### src/hdl/cache_pkg.sv
package cache_pkg;

  // ----------------------------------------
  // address layout
  // ----------------------------------------
  // vaddr [31:18] virtual page, looked up in the translation table
  // vaddr [17:10] translation index
  // vaddr [9:3]   cache line index, taken before translation
  // vaddr [2]     word within the line
  localparam int vaddr_w    = 32;
  localparam int page_w     = 14;
  localparam int xlat_idx_w = 8;
  localparam int line_idx_w = 7;

  // physical page plus translation index
  localparam int tag_w      = 22;
  localparam int word_w     = 32;

  // ----------------------------------------
  // cpu request operations
  // ----------------------------------------
  typedef enum logic [1:0] {
    op_read,
    op_write,
    op_xlat_load
  } cpu_op_t;

  // controller states
  typedef enum logic [2:0] {
    st_idle,
    st_lookup,
    st_fill0,
    st_fill1,
    st_wthru,
    st_resp
  } ctrl_state_t;

endpackage

### src/hdl/mem_pkg.sv
package mem_pkg;

  // ----------------------------------------
  // external memory bus
  // ----------------------------------------
  // word address, physical bits 27:2
  localparam int mem_addr_w = 26;

  // one command per handshake
  typedef enum logic {
    mem_rd,
    mem_wr
  } mem_op_t;

endpackage

### src/hdl/cache_ctrl.sv
`timescale 1ns/100ps

module cache_ctrl (
  input  logic                              CPU_CLK,
  input  logic                              RST,
  // cpu side
  input  logic                              req_valid,
  output logic                              req_ready,
  input  cache_pkg::cpu_op_t                req_op,
  input  logic [cache_pkg::vaddr_w-1:0]      req_vaddr,
  input  logic [cache_pkg::word_w-1:0]       req_wdata,
  output logic                              resp_valid,
  output logic                              resp_fault,
  output logic [cache_pkg::word_w-1:0]       resp_rdata,
  // memory side
  output logic                              mem_valid,
  input  logic                              mem_ready,
  output mem_pkg::mem_op_t                  mem_op,
  output logic [mem_pkg::mem_addr_w-1:0]     mem_addr,
  output logic [cache_pkg::word_w-1:0]       mem_wdata,
  input  logic                              mem_rvalid,
  input  logic [cache_pkg::word_w-1:0]       mem_rdata,
  // translation table
  output logic [cache_pkg::xlat_idx_w-1:0]   xt_rd_idx,
  input  logic [cache_pkg::page_w-1:0]       xt_rd_vtag,
  input  logic [cache_pkg::page_w-1:0]       xt_rd_page,
  input  logic                              xt_rd_valid,
  output logic                              xt_wr_en,
  output logic [cache_pkg::xlat_idx_w-1:0]   xt_wr_idx,
  output logic [cache_pkg::page_w-1:0]       xt_wr_vtag,
  output logic [cache_pkg::page_w-1:0]       xt_wr_page,
  // line store
  output logic [cache_pkg::line_idx_w-1:0]   ls_rd_line,
  output logic                              ls_rd_word,
  input  logic [cache_pkg::word_w-1:0]       ls_rd_data,
  input  logic [cache_pkg::tag_w-1:0]        ls_rd_tag,
  input  logic                              ls_rd_tvalid,
  output logic                              ls_data_we,
  output logic [cache_pkg::line_idx_w-1:0]   ls_wr_line,
  output logic                              ls_wr_word,
  output logic [cache_pkg::word_w-1:0]       ls_wr_data,
  output logic                              ls_tag_we,
  output logic [cache_pkg::tag_w-1:0]        ls_wr_tag
);

  import cache_pkg::*;
  import mem_pkg::*;

  ctrl_state_t           state;
  logic                  cmd_sent;
  cpu_op_t               op_q;
  logic [vaddr_w-1:0]    vaddr_q;
  logic [word_w-1:0]     wdata_q;
  logic [page_w-1:0]     page_q;
  logic [word_w-1:0]     rdata_q;
  logic                  fault_q;
  logic                  xlat_hit;
  logic                  line_hit;
  logic                  filling;
  logic [mem_addr_w-1:0] word_addr;

  // ----------------------------------------
  // lookup decision, tables valid in st_lookup
  // ----------------------------------------
  assign xlat_hit  = xt_rd_valid && (xt_rd_vtag == vaddr_q[31:18]);
  assign line_hit  = ls_rd_tvalid && (ls_rd_tag == {xt_rd_page, vaddr_q[17:10]});
  assign filling   = (state == st_fill0) || (state == st_fill1);
  // physical bits 27:2
  assign word_addr = {page_q[9:0], vaddr_q[17:2]};

  // table reads straight from the request
  assign xt_rd_idx  = req_vaddr[17:10];
  assign ls_rd_line = req_vaddr[9:3];
  assign ls_rd_word = req_vaddr[2];

  always_ff @(posedge CPU_CLK)
  begin
    if (!RST)
    begin
      state    <= st_idle;
      cmd_sent <= 1'b0;
      fault_q  <= 1'b0;
    end
    else
    begin
      case (state)
        st_idle:
          if (req_valid)
            state <= st_lookup;
        st_lookup:
        begin
          fault_q <= (op_q != op_xlat_load) && !xlat_hit;
          if (op_q == op_xlat_load || !xlat_hit)
            state <= st_resp;
          else if (op_q == op_write)
            state <= st_wthru;
          else if (line_hit)
            state <= st_resp;
          else
            state <= st_fill0;
        end
        st_fill0, st_fill1:
        begin
          if (mem_valid && mem_ready)
            cmd_sent <= 1'b1;
          // return may coincide with the handshake
          if (mem_rvalid)
          begin
            cmd_sent <= 1'b0;
            state    <= (state == st_fill0) ? st_fill1 : st_resp;
          end
        end
        st_wthru:
          if (mem_ready)
            state <= st_resp;
        default:
          state <= st_idle;
      endcase
    end
  end

  // request and response payload
  always_ff @(posedge CPU_CLK)
  begin
    if (req_valid && req_ready)
    begin
      op_q    <= req_op;
      vaddr_q <= req_vaddr;
      wdata_q <= req_wdata;
    end
    if (state == st_lookup)
    begin
      page_q  <= xt_rd_page;
      rdata_q <= (op_q == op_read) ? ls_rd_data : '0;
    end
    // keep the requested word of the refill
    if (filling && mem_rvalid && ((state == st_fill1) == vaddr_q[2]))
      rdata_q <= mem_rdata;
  end

  assign req_ready  = (state == st_idle);
  assign resp_valid = (state == st_resp);
  assign resp_fault = fault_q;
  assign resp_rdata = rdata_q;

  // ----------------------------------------
  // memory command
  // ----------------------------------------
  assign mem_valid = (filling && !cmd_sent) || (state == st_wthru);
  assign mem_op    = (state == st_wthru) ? mem_wr : mem_rd;
  assign mem_addr  = (state == st_wthru) ? word_addr
                                         : {word_addr[mem_addr_w-1:1], state == st_fill1};
  assign mem_wdata = wdata_q;

  // table writes
  assign xt_wr_en   = (state == st_lookup) && (op_q == op_xlat_load);
  assign xt_wr_idx  = vaddr_q[17:10];
  assign xt_wr_vtag = vaddr_q[31:18];
  assign xt_wr_page = wdata_q[13:0];

  // write hit updates the word in place, misses leave the line alone
  assign ls_data_we = (filling && mem_rvalid) ||
                      ((state == st_lookup) && (op_q == op_write) && xlat_hit && line_hit);
  assign ls_wr_line = vaddr_q[9:3];
  assign ls_wr_word = (state == st_lookup) ? vaddr_q[2] : (state == st_fill1);
  assign ls_wr_data = (state == st_lookup) ? wdata_q : mem_rdata;
  assign ls_tag_we  = (state == st_fill0) && mem_rvalid;
  assign ls_wr_tag  = {page_q, vaddr_q[17:10]};

  // ----------------------------------------
  // protocol checks
  // ----------------------------------------
  a_mem_stable: assert property (
    @(posedge CPU_CLK) disable iff (!RST)
    mem_valid && !mem_ready |=> mem_valid && $stable(mem_addr)
  );

  a_rvalid_in_fill: assert property (
    @(posedge CPU_CLK) disable iff (!RST)
    mem_rvalid |-> (state inside {st_fill0, st_fill1})
  );

  a_resp_single: assert property (
    @(posedge CPU_CLK) disable iff (!RST)
    resp_valid |=> !resp_valid
  );

endmodule

### config.mk
export PLATFORM = sky130hd
export DESIGN_NAME = cache_ctrl
export DESIGN_NICKNAME = d
export VERILOG_FILES = /design/src/hdl/cache_pkg.sv /design/src/hdl/mem_pkg.sv /design/src/hdl/cache_ctrl.sv
export SDC_FILE = /design/constraint.sdc
export NUM_CORES = 1
export LEC_CHECK = 0
export ABC_CLOCK_PERIOD_IN_PS = 4700
export BUFFER_PORTS_ARGS = -buffer_cell sky130_fd_sc_hd__buf_2
export CAP_MARGIN = 10
export CORE_AREA = 4 4 153 155
export DETAILED_ROUTE_END_ITERATION = 8
export DIE_AREA = 0 0 157 159
export PLACE_DENSITY = 0.58
export SLEW_MARGIN = 20
export SYNTH_ARGS = -nofsm -noshare
export SYNTH_HDL_FRONTEND = slang
export SYNTH_SLANG_ARGS = --single-unit
export TNS_END_PERCENT = 30
### constraint.sdc
create_clock -name CPU_CLK -period 4.7 [get_ports CPU_CLK]
set_input_delay 0.94 -clock CPU_CLK [delete_from_list [all_inputs] [get_ports CPU_CLK]]
set_output_delay 0.94 -clock CPU_CLK [all_outputs]
set_load 0.03 [all_outputs]
==> results by stage, run 1 <==
Worst setup path:
- The critical path in this run is classified as flip-flop to output port.
- Data on the critical path is required at its endpoint by 3.76 ns.
- The maximum fanout encountered on the critical timing path is 33.
- STA classifies the critical path startpoint as a flip-flop.
- The number of cells on the worst reg-to-reg path is 4.
- STA classifies the critical path endpoint as an output port.
- Data arrives at the worst endpoint at 2.79 ns.

Clocking:
- The CTS buffer count is 17.
- The clock tree from TritonCTS is yes.
- The post-cts resize count is 0.
- In this run the number of H-tree levels came out at 4.
- The clock drives 115 sinks.
- Post-CTS timing repair inserted 0 buffers for setup.
- The maximum root-to-sink buffer count is 2.
- Clock-pin slew was measured on the worst setup and hold paths at 0.06 ns.
- The later pin in the worst-skew pair is clocked with a latency of 0.41 ns.
- The count of hold-fix buffers inserted at cts is 0.
- The root buffer cell is clkbuf_16.

Layout:
- In the final design database the tool counted 962 nets.
- In the layout the commonest cells are buf_2, edfxtp_1, nand2_1.
- The commonest non-fill, non-tap cell in the layout is buf_2.
- The diode insertion count for antenna repair is 0.
- The fraction of final layout cells sized beyond drive strength 1 is 59.5%.
- After the flow finishes, the layout carries non-filler instances totaling 1068.
- The layout overhead on the synthesized area is 39.3%.
- At the end of the flow the core is filled with cells to 36.2%.
- After routing the design area is 7910 um2.

Route:
- The detailed router finished its first iteration with 206 violations.
- The detailed-route vias per instance is 4.24.
- After detailed routing, the number of remaining DRC violations is 0.
- Dividing the detail-routed wire length by the instance count gives 17.2 um.
- The aggregate routed wire length is 18.3 mm.
- The number of antenna-violating nets in the routed design is 0.
- Detailed routing inserted a total of 4528 vias.
- The length of the first detailed-routing pass in iterations is 4.

Floorplan:
- The count of pins on the block boundary is 399.
- The die span in y is 159 um.
- The starting utilization of the core area is 26.0%.
- The total area inside the core boundary comes to 21800 um2.
- The die covers 25000 um2.
- In this run the core area contains 54 standard-cell rows.
- The die boundary width is 157 um.

Global routing:
- The via count of the first global-routing pass is 4664.
- The number of antenna violations at the first check in global routing is 1.
- The first-pass GRT wire length is 26.7 mm.
- The total global-route track usage is 14.1%.
- The total global routing overflow is 0.
- The maximum number of pins on one net before global-route repair is 65.

Synthesis:
- The number of distinct library cells after synthesis is 36.
- The Yosys step of the flow raised 0 warnings.
- The netlist area before placement is 5680 um2.
- The cell count after synthesis came out at 461.
- The mean area per synthesized cell is 12.3 um2.
- The net count after synthesis is 648.
- The sequential area share after synthesis is 60.0%.
- The number of synthesized register bits is 115.

Power and ir drop:
- Combinational cells account for 23.7% of the total power.
- The net switching power is 1.08 mW.
- The switching power share of the total is 32.3%.
- The power per cell area is 423 nW/um2.
- Per report_power, the sequential group accounts for 38.6% of the total.
- The clock network is responsible for 37.7% of the overall power.
- The internal power component is 2.26 mW.
- The total design power is 3.34 mW.
- The static leakage is 3.42 nW.
- IR analysis of the VDD net gives a maximum drop of 0.212 mV.

Placement:
- OpenSTA, run right after detailed placement, puts the worst setup slack at 0.970 ns.
- The last weighted congestion value of the routability-driven placer is 0.795.
- The placed wire-length estimate after detailed placement is 14.4 mm.
- The number of cells in the design after placement is 1035.
- Port buffering added 396 buffers.
- The placed standard-cell area is 7310 um2.

Timing:
- Hold timing on the final database bottoms out at a slack of 0.490 ns.
- In the final timing run, aggregate negative setup slack is 0 ns.
- The relative slew slack is 38.4%.
- The maximum frequency from static timing analysis is 268 MHz.
- The minimum clock period after layout is 3.73 ns.
- For the pin with the worst max-slew slack, the measured transition is 0.925 ns.
- Once routing completed, OpenROAD measured the worst setup slack at 0.966 ns.
- Setup repair after global routing left no endpoint under its margin.
- The number of max-slew violations in the final report is 0.
- The worst clock skew is 0.00861 ns.
- Of the available clock period, the critical path in the final layout requires 79.4%.
- The final setup violation count is 0.
- The count of endpoints failing hold in the final timing report came to 0.

Worst hold path:
- The tightest min-delay check is of the flip-flop to flip-flop type.
- The hold path depth is 2.

Job:
- The max-capacitance violation count is 0.

Status:
- The flow ran to the end, and the final reports show no timing, DRC or antenna violations.
synthesized netlist by cell type, drive strengths merged:
library cell  count  share of area (%)
o21a              2               0.26
nand4            16                1.8
clkbuf            9               0.60
a21o              1               0.13
o21ai            37                3.3
clkinv            1              0.066
xor2              2               0.31
nand2b            1               0.11
nand2            71                4.7
mux2             32                6.3
and2              2               0.22
nand3             5               0.44
or4               2               0.33
inv               1              0.066
a221oi            1               0.15
nor3              3               0.26
or4b              1               0.18
nor3b             1               0.13
a2111oi           1               0.15
nand3b            2               0.26
nor2b             3               0.33
edfxtp          110                 58
a22o              1               0.15
o221ai            1               0.15
nor4              2               0.22
and3b             1               0.15
xnor2            36                5.6
buf              97                 13
a41o              1               0.18
and3              1               0.11
nor2             10               0.66
dfxtp             5                1.8
a21oi             2               0.18
critical path: stages (launching register included):
cell and delay (ns):
dfxtp_1 0.51, nor2b_1 0.34, nand2_1 0.25, inv_2 0.63
mux2_2 0.43, buf_2 0.18
metal layers:
layer  vias up  global-route usage (%)  part of all wire (%)
met4         2                    5.68                   2.0
met2       231                    24.7                    51
met1      2084                    16.0                    38
met3        25                    3.83                   8.8
met5         -                       0                 0.071
li1       2186                       -                     -
cell families after synthesis:
logic type / synth area share [%]
simple gates: 9.87
flops: 60.0
buf+inv: 13.3
compound gates: 4.63
xor+xnor: 5.86
mux: 6.35
path summary, 6_finish.rpt:
kind                    startpoint  slack [ns]                     to
max          state[0]$_SDFFE_PN0P_        0.97         ls_wr_data[28]
min          cmd_sent$_SDFFE_PN0P_        0.49  cmd_sent$_SDFFE_PN0P_
max reg2reg  state[0]$_SDFFE_PN0P_        2.29   page_q[10]$_DFFE_PP_
min reg2reg  cmd_sent$_SDFFE_PN0P_        0.49  cmd_sent$_SDFFE_PN0P_
cell type report:
| type | instances | area, um2 |
|---|---|---|
| Fill cell | 2216 | 13900 |
| Sequential cell | 115 | 3400 |
| Timing Repair Buffer | 401 | 2040 |
| Multi-Input combinational cell | 238 | 1540 |
| Clock buffer | 19 | 433 |
| Tap cell | 280 | 350 |
| Clock inverter | 13 | 136 |
| Inverter | 2 | 7.51 |
power groups by stage:
stage | logic, mW | registers (mW) | clock network (mW)
after global routing | 0.840 | 1.30 | 1.35
after floorplan | 0.459 | 1.42 | 0
after global placement | 0.788 | 1.31 | 0
after CTS | 0.795 | 1.29 | 1.30
after detailed placement | 0.794 | 1.31 | 0
final | 0.792 | 1.29 | 1.26
state kept, by name, summed over array words and instances, names as in the netlist:
signal / count
mem_wdata: 32
resp_fault: 1
op_q: 2
state: 3
vaddr_q: 30
resp_rdata: 32
cmd_sent: 1
page_q: 14
(Power assumes the default switching activity.)
==> run 2, diff against run 1 <==
Settings changed: ABC_CLOCK_PERIOD_IN_PS 4700 to 3060, CORE_AREA 4 4 153 155 to 4 4 151 153, DIE_AREA 0 0 157 159 to 0 0 155 157, PLACE_DENSITY 0.58 to 0.61.
Clock period 4.7 ns to 3.06 ns, I/O delays scaled along.
==> run 2 against run 1 <==
The flow now finishes with violations (setup timing); worst setup slack got worse by 1.0 ns; non-clock buffer count rose by 13; wire length rose by 0.21%; via count rose by 1.7%; sequential share of layout area fell by 0.87 points; clock skew rose by 0.0027 ns; global-route usage rose by 0.15 points; critical path depth rose by 1; first-iteration DRC count fell by 8.3%; clock power rose by 55%; combinational power rose by 59%; utilization rose by 1.2 points; critical path type unchanged; largest power group unchanged; highest routed layer is now met4.
==> results by stage, run 2 (synthesized netlist as in run 1, its figures left out) <==
Status:
- The run finished, with violations left.
- The final reports fail on setup timing.

Route:
- In the detailed route, the total length drawn on met2 is 9.49 mm.
- The post-route DRC violation count is 0.
- In this run the remaining antenna-violating nets after routing total 0.
- The average wire per cell in the routed design is 17.0 um.
- Wires add up to 18.4 mm.
- The length of routed met3 wiring is 1.51 mm.
- The detailed router put a total of 7.16 mm of wire on met1.
- The routed layout has 4605 vias.
- The detailed-route vias per instance is 4.27.
- The detailed router finished its first iteration with 189 violations.
- Signal routing reaches up to met4.
- The pre-antenna-repair detailed-routing pass consisted of 5 iterations.

Worst setup path:
- In this run the worst path has a maximum fanout of 2.
- The slack of the worst reg-to-reg path is 0.59 ns.
- Data on the critical path is required at its endpoint by 2.45 ns.
- In this run the critical register-to-register path is captured at resp_rdata[31]$_DFFE_PP_.
- The critical path startpoint category is a flip-flop.
- The startpoint of the worst-slack reg-to-reg timing path is state[1]$_SDFFE_PN0P_.
- The depth of the worst register-to-register path is 4.
- By startpoint and endpoint, the worst setup path is classified as flip-flop to output port.
- The worst setup path is captured at an output port.
- Data on the critical path arrives at its endpoint at 2.50 ns.

Clocking:
- TritonCTS created 17 clock buffers.
- The later pin in the worst-skew pair is clocked with a latency of 0.41 ns.
- The clock tree from TritonCTS is yes.
- The cell sitting at the root of the clock tree is a clkbuf_16.
- Clock-pin slew was measured on the worst setup and hold paths at 0.06 ns.
- For this design, the sink count on the clock tree is 115.
- The longest clock path from root to sink contains 2 buffers.
- The H-tree depth is 4.

Timing:
- Static timing analysis puts the maximum clock frequency at 321 MHz.
- Summed over all failing endpoints, the final setup total negative slack is -0.0548 ns.
- The minimum clock period after layout is 3.11 ns.
- The slew at the pin closest to its max-slew limit is 0.933 ns.
- The final cycle utilization of the critical path is 102%.
- The worst clock skew is 0.0113 ns.
- Measured against its own limit, the worst slew margin works out to 37.5%.
- Setup repair after global routing could not meet its margin everywhere.
- Setup violations remaining at the end of the flow were counted as 1.
- The number of max-slew violations in the final report is 0.
- The count of endpoints failing hold in the final timing report is 0.
- In the post-route analysis, the smallest setup slack over all paths is -0.0548 ns.

Global routing:
- For this run, the total global-route usage over all layers was measured as 14.2%.
- After global routing the overflow that remains totals 0.
- The via count of the first global-routing pass is 4610.
- The number of antenna violations at the first check in global routing was 0.
- The first global-routing pass estimated 26.2 mm of wire.
- Entering global routing, the biggest net connects 65 pins.

Placement:
- The port buffer count is 396.
- At the placement stage, the worst setup path has a slack of 0.0118 ns.
- Summing all placed instances gives a cell area of 7390 um2.
- The last weighted congestion value of the routability-driven placer is 0.795.
- After legalization and detailed placement, the total HPWL measured 14.6 mm.

Floorplan:
- The starting utilization of the core area is 26.3%.
- The die span in y is 157 um.
- In this run the count of I/O pins placed on the die edge is 399.
- In this run the standard cell core region covers 21600 um2.
- The number of rows in the core area is 54.
- In this run the horizontal extent of the chip is 155 um.
- The area enclosed by the die boundary is 24300 um2.

Layout:
- From synthesis to final layout, the design area changed by 42.2%.
- The fraction of final layout cells sized beyond drive strength 1 is 61.1%.
- The final layout contains 975 nets.
- The library cell used most frequently in the layout, excluding fill and tap cells, is buf_2.
- The repair_antennas step left the layout with diodes totalling 0.
- The library cells used most frequently in the layout, excluding fill and tap cells, are buf_2, edfxtp_1, nand2_1.
- The area of all placed cells without fillers is 8070 um2.

Worst hold path:
- In this run the most critical hold path is launched from req_wdata[18].
- The classification of the worst-slack hold path is input pin to flip-flop.
- The hold path depth is 1.
- The hold path endpoint is mem_wdata[18]$_DFFE_PP_.

Power and ir drop:
- The power per cell area is 643 nW/um2.
- The design draws 5.19 mW.
- The highest ir drop seen on vdd is 0.328 mV.
- The static leakage is 3.53 nW.

Job:
- The max-capacitance violation count is 0.
run 2: routing by layer:
metal / global-route usage (%) / up-vias
li1: - / 2210
met1: 17.2 / 2148
met2: 24.5 / 234
met3: 4.15 / 13
met4: 4.58 / 0
met5: 0 / -
run 2: how the worst max path moves through the flow:
| stage | start | endpoint | slack [ns] | cells past startpoint |
|---|---|---|---|---|
| floorplan | state[1]$_SDFFE_PN0P_ | mem_wdata[0]$_DFFE_PP_ | -0.18 | 3 |
| global placement | xt_rd_vtag[0] | ls_data_we | 0.01 | 7 |
| detailed placement | xt_rd_vtag[0] | ls_data_we | 0.01 | 7 |
| CTS | vaddr_q[18]$_DFFE_PP_ | ls_data_we | -0.05 | 6 |
| global route | vaddr_q[18]$_DFFE_PP_ | ls_data_we | -0.18 | 6 |
| finish | vaddr_q[18]$_DFFE_PP_ | ls_data_we | -0.05 | 6 |
run 2: metrics by stage:
stage | std cells | util [%] | hold slack [ns]
after floorplan | 461 | - | 0.452
after global placement | 1044 | 34.3 | 0.474
after detailed placement | 1044 | 34.3 | 0.495
after CTS | 1077 | 37.3 | 0.354
after global routing | 1079 | 37.5 | 0.351
final | 1079 | 37.5 | 0.375
run 2: area by class of cell:
cell class | instances | area, um2
clock buffers | 18 | 429
clock inverters | 12 | 140
fillers | 2170 | 13500
inverters | 2 | 7.51
multi-input cells | 238 | 1610
flip-flops and latches | 115 | 3400
well taps | 280 | 350
repair buffers | 414 | 2130
run 2: power by group:
part | internal (mW) | switching [mW] | total, mW | leakage (nW)
registers | 1.90 | 0.0767 | 1.98 | 1.09
logic | 0.401 | 0.855 | 1.26 | 2.17
clock network | 1.26 | 0.693 | 1.95 | 0.274
total | 3.56 | 1.62 | 5.19 | 3.53
run 2: worst max-delay path: stages (launching register included):
cell and delay, ns:
edfxtp_1 0.43, xnor2_2 0.23, nand3_1 0.11, or4_4 0.53
or4b_1 0.47, o21ai_1 0.14, buf_4 0.18
run 2: repair_timing:
item | 4_1_cts | 5_1_grt
setup endpoints to repair | 1 | 33
pin swaps | 6 | 5
hold buffers | 0 | 0
gates resized for setup | 9 | 2
setup buffers | 3 | 2
==> run 3, diff against run 2 <==
Settings changed: ABC_CLOCK_PERIOD_IN_PS 3060 to 2900, CELL_PAD_IN_SITES_DETAIL_PLACEMENT from default to 1, CELL_PAD_IN_SITES_GLOBAL_PLACEMENT from default to 1, CORE_AREA 4 4 151 153 to default, CORE_ASPECT_RATIO from default to 0.5, CORE_MARGIN from default to 4, CORE_UTILIZATION from default to 30, DIE_AREA 0 0 155 157 to default, PLACE_DENSITY 0.61 to 0.84.
Clock period 3.06 ns to 2.9 ns, I/O delays scaled along.
==> run 3 against run 2 <==
The run still ends with setup timing left; critical endpoint unchanged; clock power up 7%; highest routed layer unchanged; via count is 2.4% higher; largest power group unchanged; register-to-register slack better by 0.09 ns; wire length up 15%; critical path depth unchanged; largest cell class unchanged; sequential share of layout area fell by 0.095 points; design area is 0.26% higher; cell count down 1.9%.
==> results by stage, run 3 (synthesized netlist as in run 1, its figures left out) <==
Route:
- Dividing the detail-routed wire length by the instance count gives 20.0 um.
- Wire segments on met2 add up to 11.5 mm in the final route.
- The first routing iteration left 213 violations.
- The count of vias placed by the detailed router is 4717.
- After detailed routing, the total wire length is 21.2 mm.
- Once detail routing completed, the nets flagged for antenna violations numbered 0.
- The length of the first detailed-routing pass in iterations is 4.
- After detailed routing, the number of remaining DRC violations is 0.
- In the final routing, the length of wire on met1 measures 8.39 mm.
- The highest metal layer carrying signal wires in the routed design is met4.
- The length of routed met3 wiring is 804 um.
- The detailed-route vias per instance is 4.46.

Timing:
- The slew at the pin closest to its max-slew limit is 0.490 ns.
- The worst clock skew is 0.0101 ns.
- The final critical path takes up 106% of the cycle.
- The maximum frequency from static timing analysis is 326 MHz.
- Setup violations remaining at the end of the flow were counted as 1.
- The relative slew slack is 67.2%.
- The number of max-slew violations in the final report came to 0.
- The setup slack of the critical path after layout is -0.168 ns.
- The count of endpoints failing hold in the final timing report is 0.
- Setup repair after global routing could not meet its margin everywhere.
- The smallest clock period supported by the final layout is computed as 3.07 ns.

Worst hold path:
- The startpoint identified for the worst hold timing path is req_vaddr[28].
- The classification of the worst-slack hold path is input pin to flip-flop.
- The hold path endpoint is vaddr_q[28]$_DFFE_PP_.
- Along the worst hold path, the cell count comes to 1.

Clocking:
- The root buffer cell is clkbuf_16.
- Buffers inserted to repair hold after CTS numbered 0.
- TritonCTS built the clock tree.
- No sink is reached through more buffers than the 2 on the longest clock path.
- CTS saw 115 sinks.
- The source-to-sink clock delay at the later pin of the worst-skew pair is 0.41 ns.
- In this run, CTS created clock tree buffers numbering 17.
- In this run the number of H-tree levels came out at 4.
- After clock tree synthesis, the clock-pin slew on the worst setup and hold paths is 0.06 ns.

Worst setup path:
- The critical path goes through xnor2_2, nand4_1, or4_4, or4b_1, o21ai_1, buf_4.
- The worst setup path is captured at an output port.
- The endpoint identified for the worst register-to-register timing path is resp_rdata[0]$_DFFE_PP_.
- For the worst setup path, the data arrival time is 2.49 ns.
- For this run, the slowest stage of the critical path takes 0.54 ns.
- The critical path in this run is classified as flip-flop to output port.
- The worst register-to-register path begins at state[1]$_SDFFE_PN0P_.
- On the critical path, the stage with the largest delay is an instance of or4_4.
- STA classifies the critical path startpoint as a flip-flop.
- The depth of the worst register-to-register path is 5.
- The data required time of the worst path is 2.32 ns.
- For flop-to-flop paths, the worst setup slack is 0.68 ns.
- The maximum fanout encountered on the critical timing path is 2.

Layout:
- The final layout contains 973 nets.
- The number of filler instances in the final layout is 2121.
- Leaving out fill and tap cells, the most frequent cells in the layout are buf_2, edfxtp_1, nand2_1.
- At the end of the flow the core is filled with cells to 43.8%.
- The repair_antennas step left the layout with diodes totalling 0.
- After routing the design area is 8090 um2.
- Leaving out fill and tap cells, the most frequent cell in the layout is buf_2.
- The layout overhead on the synthesized area is 42.6%.
- The fraction of final layout cells sized beyond drive strength 1 is 62.0%.

Global routing:
- The total global-route track usage is 19.0%.
- The via count of the first global-routing pass was 5214.
- The number of antenna violations at the first check in global routing is 0.
- The total global routing overflow is 0.
- Entering global routing, the biggest net connects 45 pins.
- The first global-routing pass estimated 31.1 mm of wire.

Placement:
- At the end of routability-driven placement, the weighted congestion stood at 0.870.
- The port buffer count is 396.
- The placed wire-length estimate after detailed placement is 17.1 mm.
- After detailed placement, the total cell area comes to 7380 um2.

Power and ir drop:
- Cell internal power was estimated by the tool at 3.71 mW.
- Combinational logic is responsible for 24.6% of the overall power.
- The net switching power is 1.82 mW.
- The clock power share is 37.6%.
- The power per cell area is 684 nW/um2.
- The switching power share of the total is 32.9%.
- Summed over all cells, the static leakage comes to 3.55 nW.
- The highest ir drop seen on vdd is 0.380 mV.
- The power share of the sequential group is 37.8%.

Floorplan:
- In this run the core area contains 35 standard-cell rows.
- The area enclosed by the die boundary is 21300 um2.
- The count of pins on the block boundary is 399.
- The die boundary width is 203 um.
- The starting utilization of the core area is 30.7%.
- The die span in y is 105 um.
- The core area is 18500 um2.

Job:
- Across the run, the number of max-cap violations was 0.

Status:
- The checks that failed: setup timing.
- The flow ran to the end, but the final reports show violations.
[run 3: worst max-delay path by stage]
stage / from / to / cells past startpoint / slack, ns
after floorplan: state[1]$_SDFFE_PN0P_ / mem_wdata[0]$_DFFE_PP_ / 3 / -0.34
after global placement: xt_rd_vtag[6] / ls_data_we / 7 / -0.07
after detailed placement: xt_rd_vtag[10] / ls_data_we / 7 / -0.11
after CTS: vaddr_q[31]$_DFFE_PP_ / ls_data_we / 6 / -0.20
after global routing: vaddr_q[28]$_DFFE_PP_ / ls_data_we / 6 / -0.28
final: vaddr_q[28]$_DFFE_PP_ / ls_data_we / 6 / -0.17
[run 3: worst max-delay path, delay by kind of cell (launching register included)]
kind / cells / cell delay [ns]
DFF: 1 / 0.44
buffers and inverters: 1 / 0.19
xor gates and xnor gates: 1 / 0.19
and+or+nand+nor: 3 / 1.13
AOI/OAI and AO/OA: 1 / 0.13
[run 3: metrics by stage]
step / setup slack [ns] / hold slack, ns / total power [mW] / std cells / TNS, ns
after floorplan: -0.336 / 0.452 / 3.05 / 461 / -21.48
after global placement: -0.0709 / 0.468 / 3.43 / 1022 / -0.0709
after detailed placement: -0.110 / 0.502 / 3.47 / 1022 / -0.110
after CTS: -0.198 / 0.324 / 5.60 / 1057 / -0.198
after global routing: -0.279 / 0.316 / 5.76 / 1058 / -0.279
final: -0.168 / 0.345 / 5.54 / 1058 / -0.168
[run 3: what timing repair did]
action	CTS	global route
pin swaps	7	1
setup endpoints to repair	33	25
resized for setup	13	3
buffers inserted	3	1
[run 3: power groups by stage]
| stage | clock network (mW) | logic (mW) | registers [mW] |
|---|---|---|---|
| after floorplan | 0 | 0.744 | 2.30 |
| after global placement | 0 | 1.32 | 2.11 |
| after detailed placement | 0 | 1.34 | 2.12 |
| after CTS | 2.14 | 1.37 | 2.09 |
| after global routing | 2.22 | 1.43 | 2.11 |
| final | 2.08 | 1.36 | 2.09 |
[run 3: layer usage]
layer	vias up	track usage, %
li1	2206	-
met1	2333	22.4
met2	145	34.9
met3	33	4.43
met4	0	5.61
met5	-	0
[run 3: final cells by class]
type	instances	area (um2)	share of cell area [%]
inverter	2	7.51	0.0928
tap	259	324	4.00
multi-input combinational	238	1630	20.2
sequential	115	3400	42.1
clock buffer	17	425	5.26
clock inverter	15	158	1.95
timing repair buffer	412	2140	26.5
